<file path="config.mk">
export PLATFORM = sky130hd
export DESIGN_NAME = mcu_sram_ctrl
export DESIGN_NICKNAME = d
export VERILOG_FILES = /design/src/verilog/mcu_sram_pkg.sv /design/src/verilog/mcu_sram_access_filter.sv /design/src/verilog/mcu_sram_txn_seq.sv /design/src/verilog/mcu_sram_ecc_port.sv /design/src/verilog/mcu_sram_ctrl.sv
export SDC_FILE = /design/constraint.sdc
export NUM_CORES = 1
export LEC_CHECK = 0
export ABC_AREA = 0
export BUFFER_PORTS_ARGS = -buffer_cell sky130_fd_sc_hd__buf_4
export CORE_ASPECT_RATIO = 0.6
export CORE_MARGIN = 1
export CORE_UTILIZATION = 46
export DETAILED_ROUTE_END_ITERATION = 7
export GPL_TIMING_DRIVEN = 0
export PLACE_DENSITY = 0.81
export SLEW_MARGIN = 20
export SYNTH_ARGS = -nofsm -noshare
export SYNTH_HDL_FRONTEND = slang
export SYNTH_SLANG_ARGS = --single-unit
</file>
<file path="constraint.sdc">
create_clock -name clk -period 6.7 [get_ports clk]
set_clock_uncertainty 0.2 [all_clocks]
set_input_delay 0.335 -clock clk [delete_from_list [all_inputs] [get_ports clk]]
set_output_delay 0.335 -clock clk [all_outputs]
set_load 0.005 [all_outputs]
</file>
<file path="src/verilog/mcu_sram_pkg.sv">
/*
 * MCU SRAM controller shared definitions
 * Sizes of the SRAM behind the fabric, the vector types that carry
 * addresses, data and check bits, and the request/response structs
 * used between the fabric, the controller stages and the SRAM macro
 */
`default_nettype none

package mcu_sram_pkg;

    ////////////////////////////////////////
    // Sizes
    ////////////////////////////////////////

    localparam int SRAM_SIZE_KB      = 16;
    localparam int SRAM_DATA_W       = 32;
    // 6 Hamming bits plus overall parity
    localparam int SRAM_ECC_W        = 7;
    localparam int SRAM_DEPTH        = (SRAM_SIZE_KB * 1024) / (SRAM_DATA_W / 8);
    localparam int SRAM_ADDR_W       = $clog2(SRAM_DEPTH);
    // Byte address bits that span the whole SRAM
    localparam int CIF_ADDR_W        = SRAM_ADDR_W + $clog2(SRAM_DATA_W / 8);
    // Exec region grows in 4 KB steps
    localparam int REGION_STEP_SHIFT = 12;

    ////////////////////////////////////////
    // Vector types
    ////////////////////////////////////////

    typedef logic [SRAM_DATA_W-1:0]     sram_data_t;
    typedef logic [SRAM_ECC_W-1:0]      sram_ecc_t;
    typedef logic [SRAM_ADDR_W-1:0]     sram_addr_t;
    typedef logic [31:0]                cif_addr_t;
    // Step count, 0 means one 4 KB step
    typedef logic [15:0]                region_size_t;
    typedef logic [SRAM_DATA_W/8-1:0]   byte_strb_t;

    ////////////////////////////////////////
    // Structs
    ////////////////////////////////////////

    // Fabric request, held stable while hold is high
    typedef struct packed {
        logic       dv;
        cif_addr_t  addr;
        logic       write;
        sram_data_t wdata;
        byte_strb_t wstrb;
    } cif_req_t;

    // Requester privilege bits
    typedef struct packed {
        logic debug;
        logic mcu_lsu;
        logic mcu_ifu;
        logic cptra;
    } req_agent_t;

    // Fabric response
    typedef struct packed {
        logic       hold;
        logic       error;
        sram_data_t rdata;
    } cif_resp_t;

    // Request to the SRAM macro
    typedef struct packed {
        logic       cs;
        logic       we;
        sram_addr_t addr;
        sram_data_t wdata;
        sram_ecc_t  ecc;
    } sram_req_t;

    // Read word from the SRAM macro, one cycle after the read
    typedef struct packed {
        sram_data_t rdata;
        sram_ecc_t  ecc;
    } sram_resp_t;

endpackage

`default_nettype wire

</file>
<file path="src/verilog/mcu_sram_access_filter.sv">
/*
 * MCU SRAM access filter
 * Splits the SRAM into the exec region (low addresses, sized in 4 KB
 * steps) and the protected region, tracks who owns the exec region
 * and grants or denies each fabric request by requester privilege
 */
`timescale 1ns/1ps
`default_nettype none

module mcu_sram_access_filter (
    input  logic                      clk,
    input  logic                      rst_b,
    input  logic                      mcu_rst_b,
    input  logic                      fw_exec_region_lock,
    input  mcu_sram_pkg::region_size_t fw_sram_exec_region_size,
    input  mcu_sram_pkg::cif_req_t    cif_req,
    input  mcu_sram_pkg::req_agent_t  agent,
    output logic                      grant,
    output logic                      deny
);
    import mcu_sram_pkg::*;

    // Wide enough for (0xFFFF + 1) << 12
    logic [$bits(region_size_t)+REGION_STEP_SHIFT:0] exec_bytes;
    logic [$bits(region_size_t)+REGION_STEP_SHIFT:0] exec_end_calc;
    logic                                            exec_overflow;
    logic [CIF_ADDR_W-1:0]                           exec_end;
    logic                                            exec_match;
    logic                                            mcu_owned;
    logic                                            exec_ok;
    logic                                            prot_ok;
    logic                                            agent_ok;

    ////////////////////////////////////////
    // Region decode
    ////////////////////////////////////////

    // Region size in bytes, then last byte of the exec region
    assign exec_bytes = ({{(REGION_STEP_SHIFT+1){1'b0}}, fw_sram_exec_region_size} + 1'b1)
                        << REGION_STEP_SHIFT;
    assign exec_end_calc = exec_bytes - 1'b1;

    // Any bit above the SRAM span means the setting exceeds the SRAM
    assign exec_overflow = |exec_end_calc[$bits(region_size_t)+REGION_STEP_SHIFT:CIF_ADDR_W];

    // Clamp to the last SRAM byte, whole SRAM is exec region
    assign exec_end = exec_overflow ? CIF_ADDR_W'(SRAM_SIZE_KB * 1024 - 1)
                                    : exec_end_calc[CIF_ADDR_W-1:0];

    // Only the address bits inside the SRAM span are decoded
    assign exec_match = (cif_req.addr[CIF_ADDR_W-1:0] <= exec_end);

    ////////////////////////////////////////
    // Exec region ownership
    ////////////////////////////////////////

    // MCU keeps ownership after unlock until it is held in reset,
    // it may still be fetching from the exec region
    always_ff @(posedge clk or negedge rst_b) begin
        if (!rst_b) begin
            mcu_owned <= 1'b0;
        end else if (fw_exec_region_lock) begin
            mcu_owned <= 1'b1;
        end else if (!mcu_rst_b) begin
            mcu_owned <= 1'b0;
        end
    end

    ////////////////////////////////////////
    // Privilege check
    ////////////////////////////////////////

    // Exec region agents depend on the owner
    assign exec_ok = mcu_owned ? (agent.mcu_lsu | agent.mcu_ifu | agent.debug)
                               : (agent.cptra | agent.debug);

    // Protected region is MCU data and debug only
    assign prot_ok  = agent.mcu_lsu | agent.debug;
    assign agent_ok = exec_match ? exec_ok : prot_ok;

    // Both low without a request
    assign grant = cif_req.dv & agent_ok;
    assign deny  = cif_req.dv & ~agent_ok;

    // A request is either passed on or rejected, never both
    a_grant_deny_excl: assert property (@(posedge clk) disable iff (!rst_b)
        !(grant && deny));

endmodule

`default_nettype wire

</file>
<file path="src/verilog/mcu_sram_txn_seq.sv">
/*
 * MCU SRAM transaction sequencer
 * Turns a granted fabric request into SRAM cycles. Full writes take one
 * cycle, reads and partial-strobe writes take two with hold high in the
 * first. Builds the merged read-modify-write word and the fabric response
 */
`timescale 1ns/1ps
`default_nettype none

module mcu_sram_txn_seq (
    input  logic                     clk,
    input  logic                     rst_b,
    input  mcu_sram_pkg::cif_req_t   cif_req,
    input  logic                     grant,
    input  logic                     deny,
    input  mcu_sram_pkg::sram_data_t rd_data,
    input  logic                     double_err,
    output mcu_sram_pkg::cif_resp_t  cif_resp,
    output logic                     sram_cs,
    output logic                     sram_we,
    output mcu_sram_pkg::sram_addr_t sram_addr,
    output mcu_sram_pkg::sram_data_t wr_data,
    output logic                     rd_check
);
    import mcu_sram_pkg::*;

    logic       rd_req;
    logic       full_wr_req;
    logic       rmw_req;
    logic       rmw_wr;
    logic       second_cycle;
    sram_data_t rmw_data;

    // Request classes, only for granted requests
    assign rd_req      = grant & ~cif_req.write;
    assign full_wr_req = grant & cif_req.write & (&cif_req.wstrb);
    assign rmw_req     = grant & cif_req.write & ~(&cif_req.wstrb);

    // Set for the cycle after a read or the RMW read phase.
    // The requester is holding the same request in that cycle
    always_ff @(posedge clk or negedge rst_b) begin
        if (!rst_b) begin
            second_cycle <= 1'b0;
        end else begin
            second_cycle <= (rd_req | rmw_req) & ~second_cycle;
        end
    end

    ////////////////////////////////////////
    // SRAM request
    ////////////////////////////////////////

    // RMW write-back only with clean or corrected read data
    assign rmw_wr = rmw_req & second_cycle & ~double_err;

    // First cycle of any granted request, plus the RMW write-back
    assign sram_cs = (grant & ~second_cycle) | rmw_wr;
    assign sram_we = (full_wr_req & ~second_cycle) | rmw_wr;

    // Word address, quiet when no access
    assign sram_addr = sram_cs ? cif_req.addr[CIF_ADDR_W-1:2] : '0;

    // New bytes where strobed, corrected old bytes elsewhere
    always_comb begin
        for (int b = 0; b < $bits(byte_strb_t); b++) begin
            rmw_data[b*8 +: 8] = cif_req.wstrb[b] ? cif_req.wdata[b*8 +: 8]
                                                  : rd_data[b*8 +: 8];
        end
    end

    assign wr_data = rmw_wr      ? rmw_data      :
                     sram_we     ? cif_req.wdata :
                     '0;

    // Read word from the SRAM is due in every second cycle
    assign rd_check = second_cycle;

    ////////////////////////////////////////
    // Fabric response
    ////////////////////////////////////////

    always_comb begin
        // Stall the requester while the SRAM read is in flight
        cif_resp.hold  = (rd_req | rmw_req) & ~second_cycle;
        // Privilege errors in the first cycle, ECC errors in the second
        cif_resp.error = deny | (second_cycle & double_err);
        // Read data only for plain reads, not the RMW read phase
        cif_resp.rdata = (second_cycle & rd_req) ? rd_data : '0;
    end

    // Write strobe only with chip select
    a_we_needs_cs: assert property (@(posedge clk) disable iff (!rst_b)
        sram_we |-> sram_cs);

    // Hold lasts exactly one cycle and is low in the data cycle
    a_hold_one_cycle: assert property (@(posedge clk) disable iff (!rst_b)
        cif_resp.hold |=> (second_cycle && !cif_resp.hold));

endmodule

`default_nettype wire

</file>
<file path="src/verilog/mcu_sram_ecc_port.sv">
/*
 * MCU SRAM ECC port
 * Hamming SECDED (39,32) on the SRAM data path. Writes get 6 Hamming
 * check bits plus an overall parity bit. Reads are decoded on demand,
 * single-bit errors are corrected and double-bit errors are flagged
 */
`timescale 1ns/1ps
`default_nettype none

module mcu_sram_ecc_port (
    input  logic                     sram_cs,
    input  logic                     sram_we,
    input  mcu_sram_pkg::sram_addr_t sram_addr,
    input  mcu_sram_pkg::sram_data_t wr_data,
    input  logic                     rd_check,
    input  mcu_sram_pkg::sram_resp_t sram_resp,
    output mcu_sram_pkg::sram_req_t  sram_req,
    output mcu_sram_pkg::sram_data_t rd_data,
    output logic                     single_err,
    output logic                     double_err
);
    import mcu_sram_pkg::*;

    sram_ecc_t               rd_calc;
    logic [SRAM_ECC_W-2:0]   syndrome;
    logic                    parity_err;

    ////////////////////////////////////////
    // Check bit generation
    ////////////////////////////////////////

    // Data bits fill codeword positions 1..38 that are not powers of two,
    // Hamming bit k covers positions with bit k set
    function automatic sram_ecc_t ecc_encode(input sram_data_t d);
        sram_ecc_t   ecc;
        int unsigned j;
        ecc = '0;
        j   = 0;
        for (int unsigned pos = 1; pos < SRAM_DATA_W + SRAM_ECC_W; pos++) begin
            // Skip check bit positions
            if ((pos & (pos - 1)) != 0) begin
                for (int k = 0; k < SRAM_ECC_W - 1; k++) begin
                    if (pos[k]) begin
                        ecc[k] = ecc[k] ^ d[j];
                    end
                end
                j++;
            end
        end
        // Overall parity over data and Hamming bits
        ecc[SRAM_ECC_W-1] = ^d ^ (^ecc[SRAM_ECC_W-2:0]);
        return ecc;
    endfunction

    // Flip the data bit sitting at codeword position syn
    function automatic sram_data_t ecc_correct(input sram_data_t d,
                                               input logic [SRAM_ECC_W-2:0] syn);
        sram_data_t  fixed;
        int unsigned j;
        fixed = d;
        j     = 0;
        for (int unsigned pos = 1; pos < SRAM_DATA_W + SRAM_ECC_W; pos++) begin
            if ((pos & (pos - 1)) != 0) begin
                if (pos == syn) begin
                    fixed[j] = ~d[j];
                end
                j++;
            end
        end
        return fixed;
    endfunction

    ////////////////////////////////////////
    // Write path
    ////////////////////////////////////////

    always_comb begin
        sram_req.cs    = sram_cs;
        sram_req.we    = sram_we;
        sram_req.addr  = sram_addr;
        sram_req.wdata = wr_data;
        // Data is zero when not writing, so are the check bits
        sram_req.ecc   = ecc_encode(wr_data);
    end

    ////////////////////////////////////////
    // Read path
    ////////////////////////////////////////

    assign rd_calc  = ecc_encode(sram_resp.rdata);
    assign syndrome = rd_calc[SRAM_ECC_W-2:0] ^ sram_resp.ecc[SRAM_ECC_W-2:0];

    // Stored codeword has even parity when clean
    assign parity_err = ^{sram_resp.rdata, sram_resp.ecc};

    // Odd parity means one flipped bit, possibly a check bit.
    // Even parity with a syndrome means two flipped bits
    assign single_err = rd_check & parity_err;
    assign double_err = rd_check & ~parity_err & (syndrome != '0);

    // Check bit or parity bit hits leave the data as read
    assign rd_data = single_err ? ecc_correct(sram_resp.rdata, syndrome)
                                : sram_resp.rdata;

    // No clock in this block, checked on settled values
    always_comb begin
        a_flags_excl: assert final (!(single_err && double_err));
    end

endmodule

`default_nettype wire

</file>
<file path="src/verilog/mcu_sram_ctrl.sv">
/*
 * MCU SRAM controller
 * Puts one single-port ECC-protected SRAM behind the internal fabric.
 * Access filter, transaction sequencer and ECC port in a chain
 */
`timescale 1ns/1ps
`default_nettype none

module mcu_sram_ctrl (
    input  logic                       clk,
    input  logic                       rst_b,
    input  logic                       mcu_rst_b,
    input  logic                       fw_exec_region_lock,
    input  mcu_sram_pkg::region_size_t fw_sram_exec_region_size,
    input  mcu_sram_pkg::cif_req_t     cif_req,
    input  mcu_sram_pkg::req_agent_t   agent,
    input  mcu_sram_pkg::sram_resp_t   sram_resp,
    output mcu_sram_pkg::cif_resp_t    cif_resp,
    output mcu_sram_pkg::sram_req_t    sram_req,
    output logic                       sram_single_ecc_error,
    output logic                       sram_double_ecc_error
);
    import mcu_sram_pkg::*;

    // Filter to sequencer
    logic       grant;
    logic       deny;

    // Sequencer to ECC port
    logic       sram_cs;
    logic       sram_we;
    sram_addr_t sram_addr;
    sram_data_t wr_data;
    logic       rd_check;

    // ECC port back to sequencer
    sram_data_t rd_data;

    ////////////////////////////////////////
    // Stages
    ////////////////////////////////////////

    // Region and privilege check
    mcu_sram_access_filter u_filter (
        .clk                      (clk),
        .rst_b                    (rst_b),
        .mcu_rst_b                (mcu_rst_b),
        .fw_exec_region_lock      (fw_exec_region_lock),
        .fw_sram_exec_region_size (fw_sram_exec_region_size),
        .cif_req                  (cif_req),
        .agent                    (agent),
        .grant                    (grant),
        .deny                     (deny)
    );

    // One or two cycle sequencing
    mcu_sram_txn_seq u_seq (
        .clk        (clk),
        .rst_b      (rst_b),
        .cif_req    (cif_req),
        .grant      (grant),
        .deny       (deny),
        .rd_data    (rd_data),
        .double_err (sram_double_ecc_error),
        .cif_resp   (cif_resp),
        .sram_cs    (sram_cs),
        .sram_we    (sram_we),
        .sram_addr  (sram_addr),
        .wr_data    (wr_data),
        .rd_check   (rd_check)
    );

    // SECDED on the macro interface
    mcu_sram_ecc_port u_ecc (
        .sram_cs    (sram_cs),
        .sram_we    (sram_we),
        .sram_addr  (sram_addr),
        .wr_data    (wr_data),
        .rd_check   (rd_check),
        .sram_resp  (sram_resp),
        .sram_req   (sram_req),
        .rd_data    (rd_data),
        .single_err (sram_single_ecc_error),
        .double_err (sram_double_ecc_error)
    );

endmodule

`default_nettype wire

</file>
==> results, run 1 <==
- The number of global-route vias before repair is 4388.
- TritonCTS built the clock tree.
- The origin of the worst min-delay path is fw_exec_region_lock.
- The complex-gate fraction of the synthesized area is ~16%.
- Cells fill between 70% and 80% of the core in the end.
- The top cell types in the final layout, fill and taps aside, are buf_4, xnor2_1, nor2_1.
- The first global-routing pass estimated about 24000 um of wire.
- The clock passes through at most 2 buffers.
- The synthesized cell area is 3800 um2.
- The first routing iteration left ~470 violations.
- The overall routing resource usage is 36.5%.
- Synthesis instantiated 69 different standard cells from the library.
- After layout, the worst setup slack is -0.0258 ns.
- The top cell type's share of synthesized area is roughly a fifth.
- The synthesized design contains 2 register bits.
- In this design, the stage delay of the slowest critical-path cell is roughly 0.57 ns.
- The placement-stage cell area is ~5500 um2.
- The chip height is around 72 um.
- The number of nets handed over by synthesis was around 600.
- The final-report hold violation count was 0.
- In this run the mean area of a mapped cell was approximately 8.2 um2.
- The initial utilization of the core area, before any placement, comes to between 40 and 50%.
- The flow ran to the end, but the final reports show violations.
- The final route contains around 4800 vias.
- The synthesized netlist cell count is between 400 and 500.
- The worst register-to-register path has a depth of 5.
- The setup slack of the most critical reg-to-reg path is around 5 ns.
- The post-synthesis cell type with the largest combined area is xnor2_1.
- Clock tree synthesis selected as its root buffer the cell clkbuf_16.
- The startpoint of the most critical register-to-register path is u_filter.mcu_owned.
- The setup path with the least slack is of type in -> out.
- Of the total synthesized cell area, the portion taken by XOR and XNOR cells is between 40% and 50%.
- Counting both buffers and inverters, the worst setup path holds a total of 4.
- The routed design has approximately 17000 um of wire.
- The ratio of total power to cell area is around 220 nW/um2.
- After detailed routing, the number of remaining DRC violations is 0.
- The floorplan step set the die width to approximately 120 um.
- The checks that failed: negative setup slack.
- In this run the static leakage power is between 2 and 3 nW.
- Measured against the total synthesized area, the mux share comes to 1.71%.
- The hold slack is roughly 0.11 ns.
- The class of the most critical hold timing path is in -> reg.
- The number of cell rows is 25.
- The post-detailed-route via-to-cell ratio is ~6.1.
- The placer's final routability congestion estimate is ~0.99.
- The final layout contains approximately 830 nets.
- Compared with the post-synthesis result, the final layout area differs by 62.4%.
- After clock tree synthesis, the clock-pin slew on the worst setup and hold paths is 0.03 ns.
- The placeable core area is 7950 um2.
- The worst path in the final design needs a cycle of a little under 7 ns, including I/O delays and setup.
- The first detailed-routing pass took 5 iterations.
- The fraction of final layout cells with drive strength greater than 1 is 46.2%.
- The setup TNS is -0.0258 ns.
- By area the synthesized netlist is led by xnor2_1, xnor3_1, xor2_1.
- For the worst setup path, the data required time is ~6 ns.
- Leaving out fill and tap cells, the most frequent cell in the layout is buf_4.
- The largest family of logic cells by synthesized area is XOR/XNOR gates.
- The synthesized-area fraction occupied by adder cells is under 10%.
- With fillers left out, the area of the finished cells amounts to 6170 um2.
- The slowest stage of the critical path is the or4_4 cell.
- The simple logic cell fraction of the synthesized area is between 20% and 30%.
- The final cycle utilization of the critical path is 100%.
- The clock latency on the worst-skew pair is 0.22 ns.
- Setup repair after global routing could not meet its margin everywhere.
- The number of antenna-violating nets in the routed design is 0.
- The kind of capture point of the worst setup path is an output pin.
- Across the run, the number of max-cap violations was 0.
- The initial antenna violation count is 0.
- Derived from the worst setup path, the maximum achievable clock frequency is between 0.1 and 0.15 GHz.
- The total overflow reported by the global router is 0.
- The family of cells with the greatest summed delay on the critical path is simple AND/OR/NAND/NOR gates.
- The die covers 8640 um2.
- The number of antenna repair diodes is 0.
- The wire-length estimate of the detail-placed layout is around 13000 um.
- The portion of the post-synthesis area used by sequential elements is between 1 and 1.5%.
- The flip-flop cell with the highest count after synthesis is dfrtp_1.
- The TritonCTS sink count is 2.
- Entering global routing, the biggest net connects 11 pins.
- The count of flip-flops with a built-in enable after synthesis is 0.
- The signal arrival time at the worst endpoint is about 6.2 ns.
- 222 I/O pins were placed.
- The destination of the worst register-to-register timing path is u_seq.rd_check.
- The total number of yosys warnings is 0.
- The worst slew margin relative to its limit is 53.1%.
- The worst hold path passes through 2 cells.
- The type of element launching the critical path is an input port.
- Of all flip-flops after synthesis, the portion carrying an async set or reset was 100%.
- The worst hold path terminates at u_filter.mcu_owned.
- In this run the number of H-tree levels came out at 1.
- The average wire per standard cell is around 21 um.
- The slew of the pin with the lowest slew margin is slightly below 0.7 ns.
- The number of slew-limit violations in the final report came to 0.
- The maximum vdd ir drop is between 0.2 and 0.25 mV.
- Setup violations remaining at the end of the flow were counted as 1.
- The cell occurring most often along the worst timing path is buf_4.
- The number of port buffers is ~200.
- The peak fanout along the critical path is 8.
- The clock buffer count from CTS is 3.
area by class of cell:
class,instances,area (um2)
Timing Repair Buffer,226,1740
Clock buffer,3,75.1
Tap cell,108,135
Fill cell,565,1780
Multi-Input combinational cell,420,3990
Buffer,15,76.3
Sequential cell,2,50.0
Inverter,27,101
Yosys cell counts, drive strengths merged, types with 2 or more instances:
master    n
nand3     7
o211ai    2
xor3      4
buf       6
xnor3    28
mux2i     4
a22oi     2
nand4     9
xor2     29
a21o      6
or2       3
a31oi     3
or4b      2
clkbuf   11
nor4     20
o31a      2
or4       3
nor2     50
a2bb2oi   9
a211oi    2
ha        4
a211o     3
and3      3
o311a     2
o41ai     3
a311oi    2
o22ai     7
nor3     18
inv      27
o21ai    19
and2      4
nor2b    22
nand2    33
xnor2    91
dfrtp     2
or3       4
a21oi     9
state kept, by name (all words and copies together), names as in the netlist:
signal and flops:
u_filter.mcu_owned 1, u_seq.rd_check 1
routing by layer:
layer  wire length (um)  track usage (%)
met5                  0                0
met3               1950             5.58
met4                313             7.22
met1               6890             50.6
met2               7860             60.7
how the worst max path moves through the flow:
stage / start / to / slack, ns / cells past startpoint
floorplan: fw_sram_exec_region_size[0] / sram_req[6] / 0.42 / 24
global placement: fw_sram_exec_region_size[0] / sram_req[6] / -0.58 / 27
detailed placement: fw_sram_exec_region_size[0] / sram_req[6] / -0.70 / 27
CTS: fw_sram_exec_region_size[0] / sram_req[6] / 0.006 / 27
global route: fw_sram_exec_region_size[8] / sram_req[6] / -0.23 / 26
finish: fw_sram_exec_region_size[8] / sram_req[6] / -0.03 / 26
through the flow:
stage / setup WS, ns / total power [mW] / cells
after floorplan: 0.424 / 0.763 / 466
after global placement: -0.580 / 1.12 / 776
after detailed placement: -0.705 / 1.13 / 776
after CTS: 0.00601 / 1.26 / 790
after global routing: -0.231 / 1.39 / 801
final: -0.0258 / 1.34 / 801
report_power, final:
group	internal, mW	switching, mW	total, mW
Combinational	0.556	0.675	1.23
Sequential	0.0131	0.000952	0.0141
Clock	0.0762	0.0162	0.0924
what timing repair did:
action                                  CTS  global route
pin swaps                                15            21
resized for setup                        46            28
buffers inserted                         12            11
hold buffers                              1             0
endpoints found under the hold margin     2             0
endpoints found under the setup margin    6             3
cell families after synthesis:
family          count (synthesis)
simple gates                  183
compound gates                 77
xor+xnor                      152
fa+ha+maj                       4
buf+inv                        44
flops                           2
mux                             4
(Power assumes the default switching activity.)
==> run 2, diff against run 1 <==
--- a/config.mk
+++ b/config.mk
@@ -7,9 +7,10 @@
 export LEC_CHECK = 0
 export ABC_AREA = 0
 export BUFFER_PORTS_ARGS = -buffer_cell sky130_fd_sc_hd__buf_4
-export CORE_ASPECT_RATIO = 0.6
+export CORE_ASPECT_RATIO = 0.5
 export CORE_MARGIN = 1
 export CORE_UTILIZATION = 46
+export CTS_CLUSTER_SIZE = 25
 export DETAILED_ROUTE_END_ITERATION = 7
 export GPL_TIMING_DRIVEN = 0
 export PLACE_DENSITY = 0.81
@@ -17,3 +18,4 @@
 export SYNTH_ARGS = -nofsm -noshare
 export SYNTH_HDL_FRONTEND = slang
 export SYNTH_SLANG_ARGS = --single-unit
+export TNS_END_PERCENT = 5
==> results, run 2 (synthesis gave the netlist of run 1 again) <==
- The TritonCTS sink count is 2.
- Total power for the finished layout comes to ~1.3 mW.
- The first-pass GRT wire length is 19900 um.
- In this run the cell area measured after placement is ~5500 um2.
- The area growth from synthesis to final layout is 62.9%.
- Across the run, the number of max-cap violations was 0.
- Port buffering added roughly 200 buffers.
- The total overflow reported by the global router is 0.
- The final routed wirelength across all metal layers is 14500 um.
- After the last flow step, the layout net total stands at approximately 840.
- The final reports fail on negative setup slack.
- The pin count of the biggest net entering global routing is 11.
- Data on the critical path arrives at its endpoint at roughly 6.3 ns.
- The type of the worst setup path is in -> out.
- The flow ran to the end, but the final reports show violations.
- 0 antenna diodes ended up in the layout.
- The die covers roughly 8600 um2.
- After detailed routing, the number of remaining DRC violations is 0.
- The initialized floorplan defines 22 standard-cell rows.
- The number of setup violations in the final report is 1.
- After layout, the worst path uses 102% of the clock period.
- The count of cells along the worst register-to-register path is 6.
- The number of slew-limit violations in the final report was 0.
- The final design area excluding fillers is between 6000 and 7000 um2.
- In the final layout, the share of cells above drive strength 1 is between 40% and 50%.
- In this run the worst path has a maximum fanout of 7.
- For met2 alone, demand over resource in global routing was roughly 54%.
- The number of optimization iterations in the first detailed-route pass is 5.
- TritonCTS built the clock tree.
- The chip height is approximately 66 um.
- The largest stage delay on the critical path is roughly 0.56 ns.
- CTS built an H-tree with a depth of 1.
- The worst register-to-register path begins at u_filter.mcu_owned.
- The worst hold path belongs to the class in -> reg.
- The endpoint identified for the worst register-to-register timing path is u_seq.rd_check.
- STA puts the critical path data required time at 6.16 ns.
- The initial utilization of the core area, before any placement, comes to just under 50%.
- The worst slew margin relative to its limit is between 50% and 60%.
- STA classifies the critical path endpoint as an output pin.
- In this run, CTS created clock tree buffers numbering 3.
- Derived from the worst setup path, the maximum achievable clock frequency is ~0.15 GHz.
- After clock tree synthesis, the clock-pin slew on the worst setup and hold paths is approximately 0.030 ns.
- The most frequent standard cell in the layout excluding fill and tap cells is buf_4.
- The post-DP HPWL is roughly 12000 um.
- In this run the horizontal extent of the chip is roughly 130 um.
- The number of global-route vias before repair came to 3942.
- The termination of the worst setup path is sram_req[6].
- The final period demand of the worst path is 6.81 ns.
- The average wire per standard cell is 18.0 um.
- Counting tap cells, the placed design contains a total of between 700 and 800 instances.
- The placer's final routability congestion estimate is between 0.9 and 1.
- The ratio of total power to cell area is 208 nW/um2.
- The analysis attributes to cell leakage a power of between 2 and 3 nW.
- The maximum buffer depth of the clock tree is 2.
- The detailed router finished its first iteration with around 340 violations.
- The setup slack of the most critical reg-to-reg path is around 4.9 ns.
- The setup TNS is -0.109 ns.
- The count of nets left with antenna violations once routing finished came out at 0.
- The overall via count from detail_route is 4515.
- The peak-usage layer in the global routing report is met2.
- Across every metal layer, demand over resource in global routing totals between 30% and 40%.
- The post-placement setup slack is -0.781 ns.
- The first element of the critical path is fw_sram_exec_region_size[0].
- After detailed routing, the number of vias per cell comes to approximately 5.6.
- The cell with the largest stage delay on the worst path is or4_4.
- The final-report hold violation count is 0.
- The worst setup slack after layout is -0.109 ns.
- The routing usage on met3 is ~5.5%.
- For met1 alone, demand over resource in global routing was ~40%.
- The type of element launching the critical path is an input port.
- Excluding fillers, the count of instances in the completed layout stands at 808.
- The region available for standard cell placement spans 7650 um2.
- For the pin with the worst max-slew slack, the measured transition is approximately 0.72 ns.
- The initial antenna violation count was 0.
- The clock root buffer master is clkbuf_16.
- Cells fill between 80% and 90% of the core in the end.
- The hold slack is 0.0989 ns.
- At the later pin of the worst-skew pair, clock insertion delay measures 0.22 ns.
- Setup repair after global routing could not meet its margin everywhere.
- In the layout the commonest cells are buf_4, xnor2_1, nor2_1.
- The maximum vdd ir drop is about 0.15 mV.
- The number of top-level pins is 222.
==> run 2: critical path, delay by kind of cell <==
family / cells / cell delay, ns
AOI/OAI and AO/OA: 5 / 1.02
and+or+nand+nor: 9 / 2.41
adders and majority gates: 2 / 0.33
xor gates and xnor gates: 6 / 1.50
buffers and inverters: 5 / 0.65
==> run 2: area by class of cell <==
type | instances | area (um2)
multi-input cells | 420 | 3970
repair buffers | 233 | 1780
fillers | 509 | 1470
well taps | 108 | 135
inverters | 27 | 104
plain buffers | 15 | 76.3
clock buffers | 3 | 75.1
flip-flops and latches | 2 | 50.0
==> run 2: repair_timing <==
item                       CTS  global route
setup buffers               10            20
hold endpoints to repair     2             0
resized for setup           30            52
hold buffers                 1             0
pin swaps                   12            45
setup endpoints to repair    6             3
==> run 2: worst min path at each step <==
stage | endpoint | startpoint | cells past startpoint
4_1_cts | u_filter.mcu_owned | fw_exec_region_lock | 2
3_5_place_dp | u_seq.rd_check | rst_b | 1
5_1_grt | u_filter.mcu_owned | fw_exec_region_lock | 2
3_3_place_gp | u_filter.mcu_owned | rst_b | 1
2_1_floorplan | u_filter.mcu_owned | rst_b | 0
6_report | u_filter.mcu_owned | fw_exec_region_lock | 2
==> run 2: report_power, final <==
group	internal (mW)	leakage (nW)	total (mW)	switching [mW]
Clock	0.0759	0.0370	0.0887	0.0128
Combinational	0.559	2.87	1.18	0.624
Sequential	0.0132	0.0235	0.0139	0.000791
Total	0.648	2.93	1.29	0.638
==> run 2: per-layer routing <==
layer,up-vias,part of all wire [%]
met4,0,0.80
met2,260,48
met1,2123,40
met5,-,0
li1,2116,-
met3,16,11
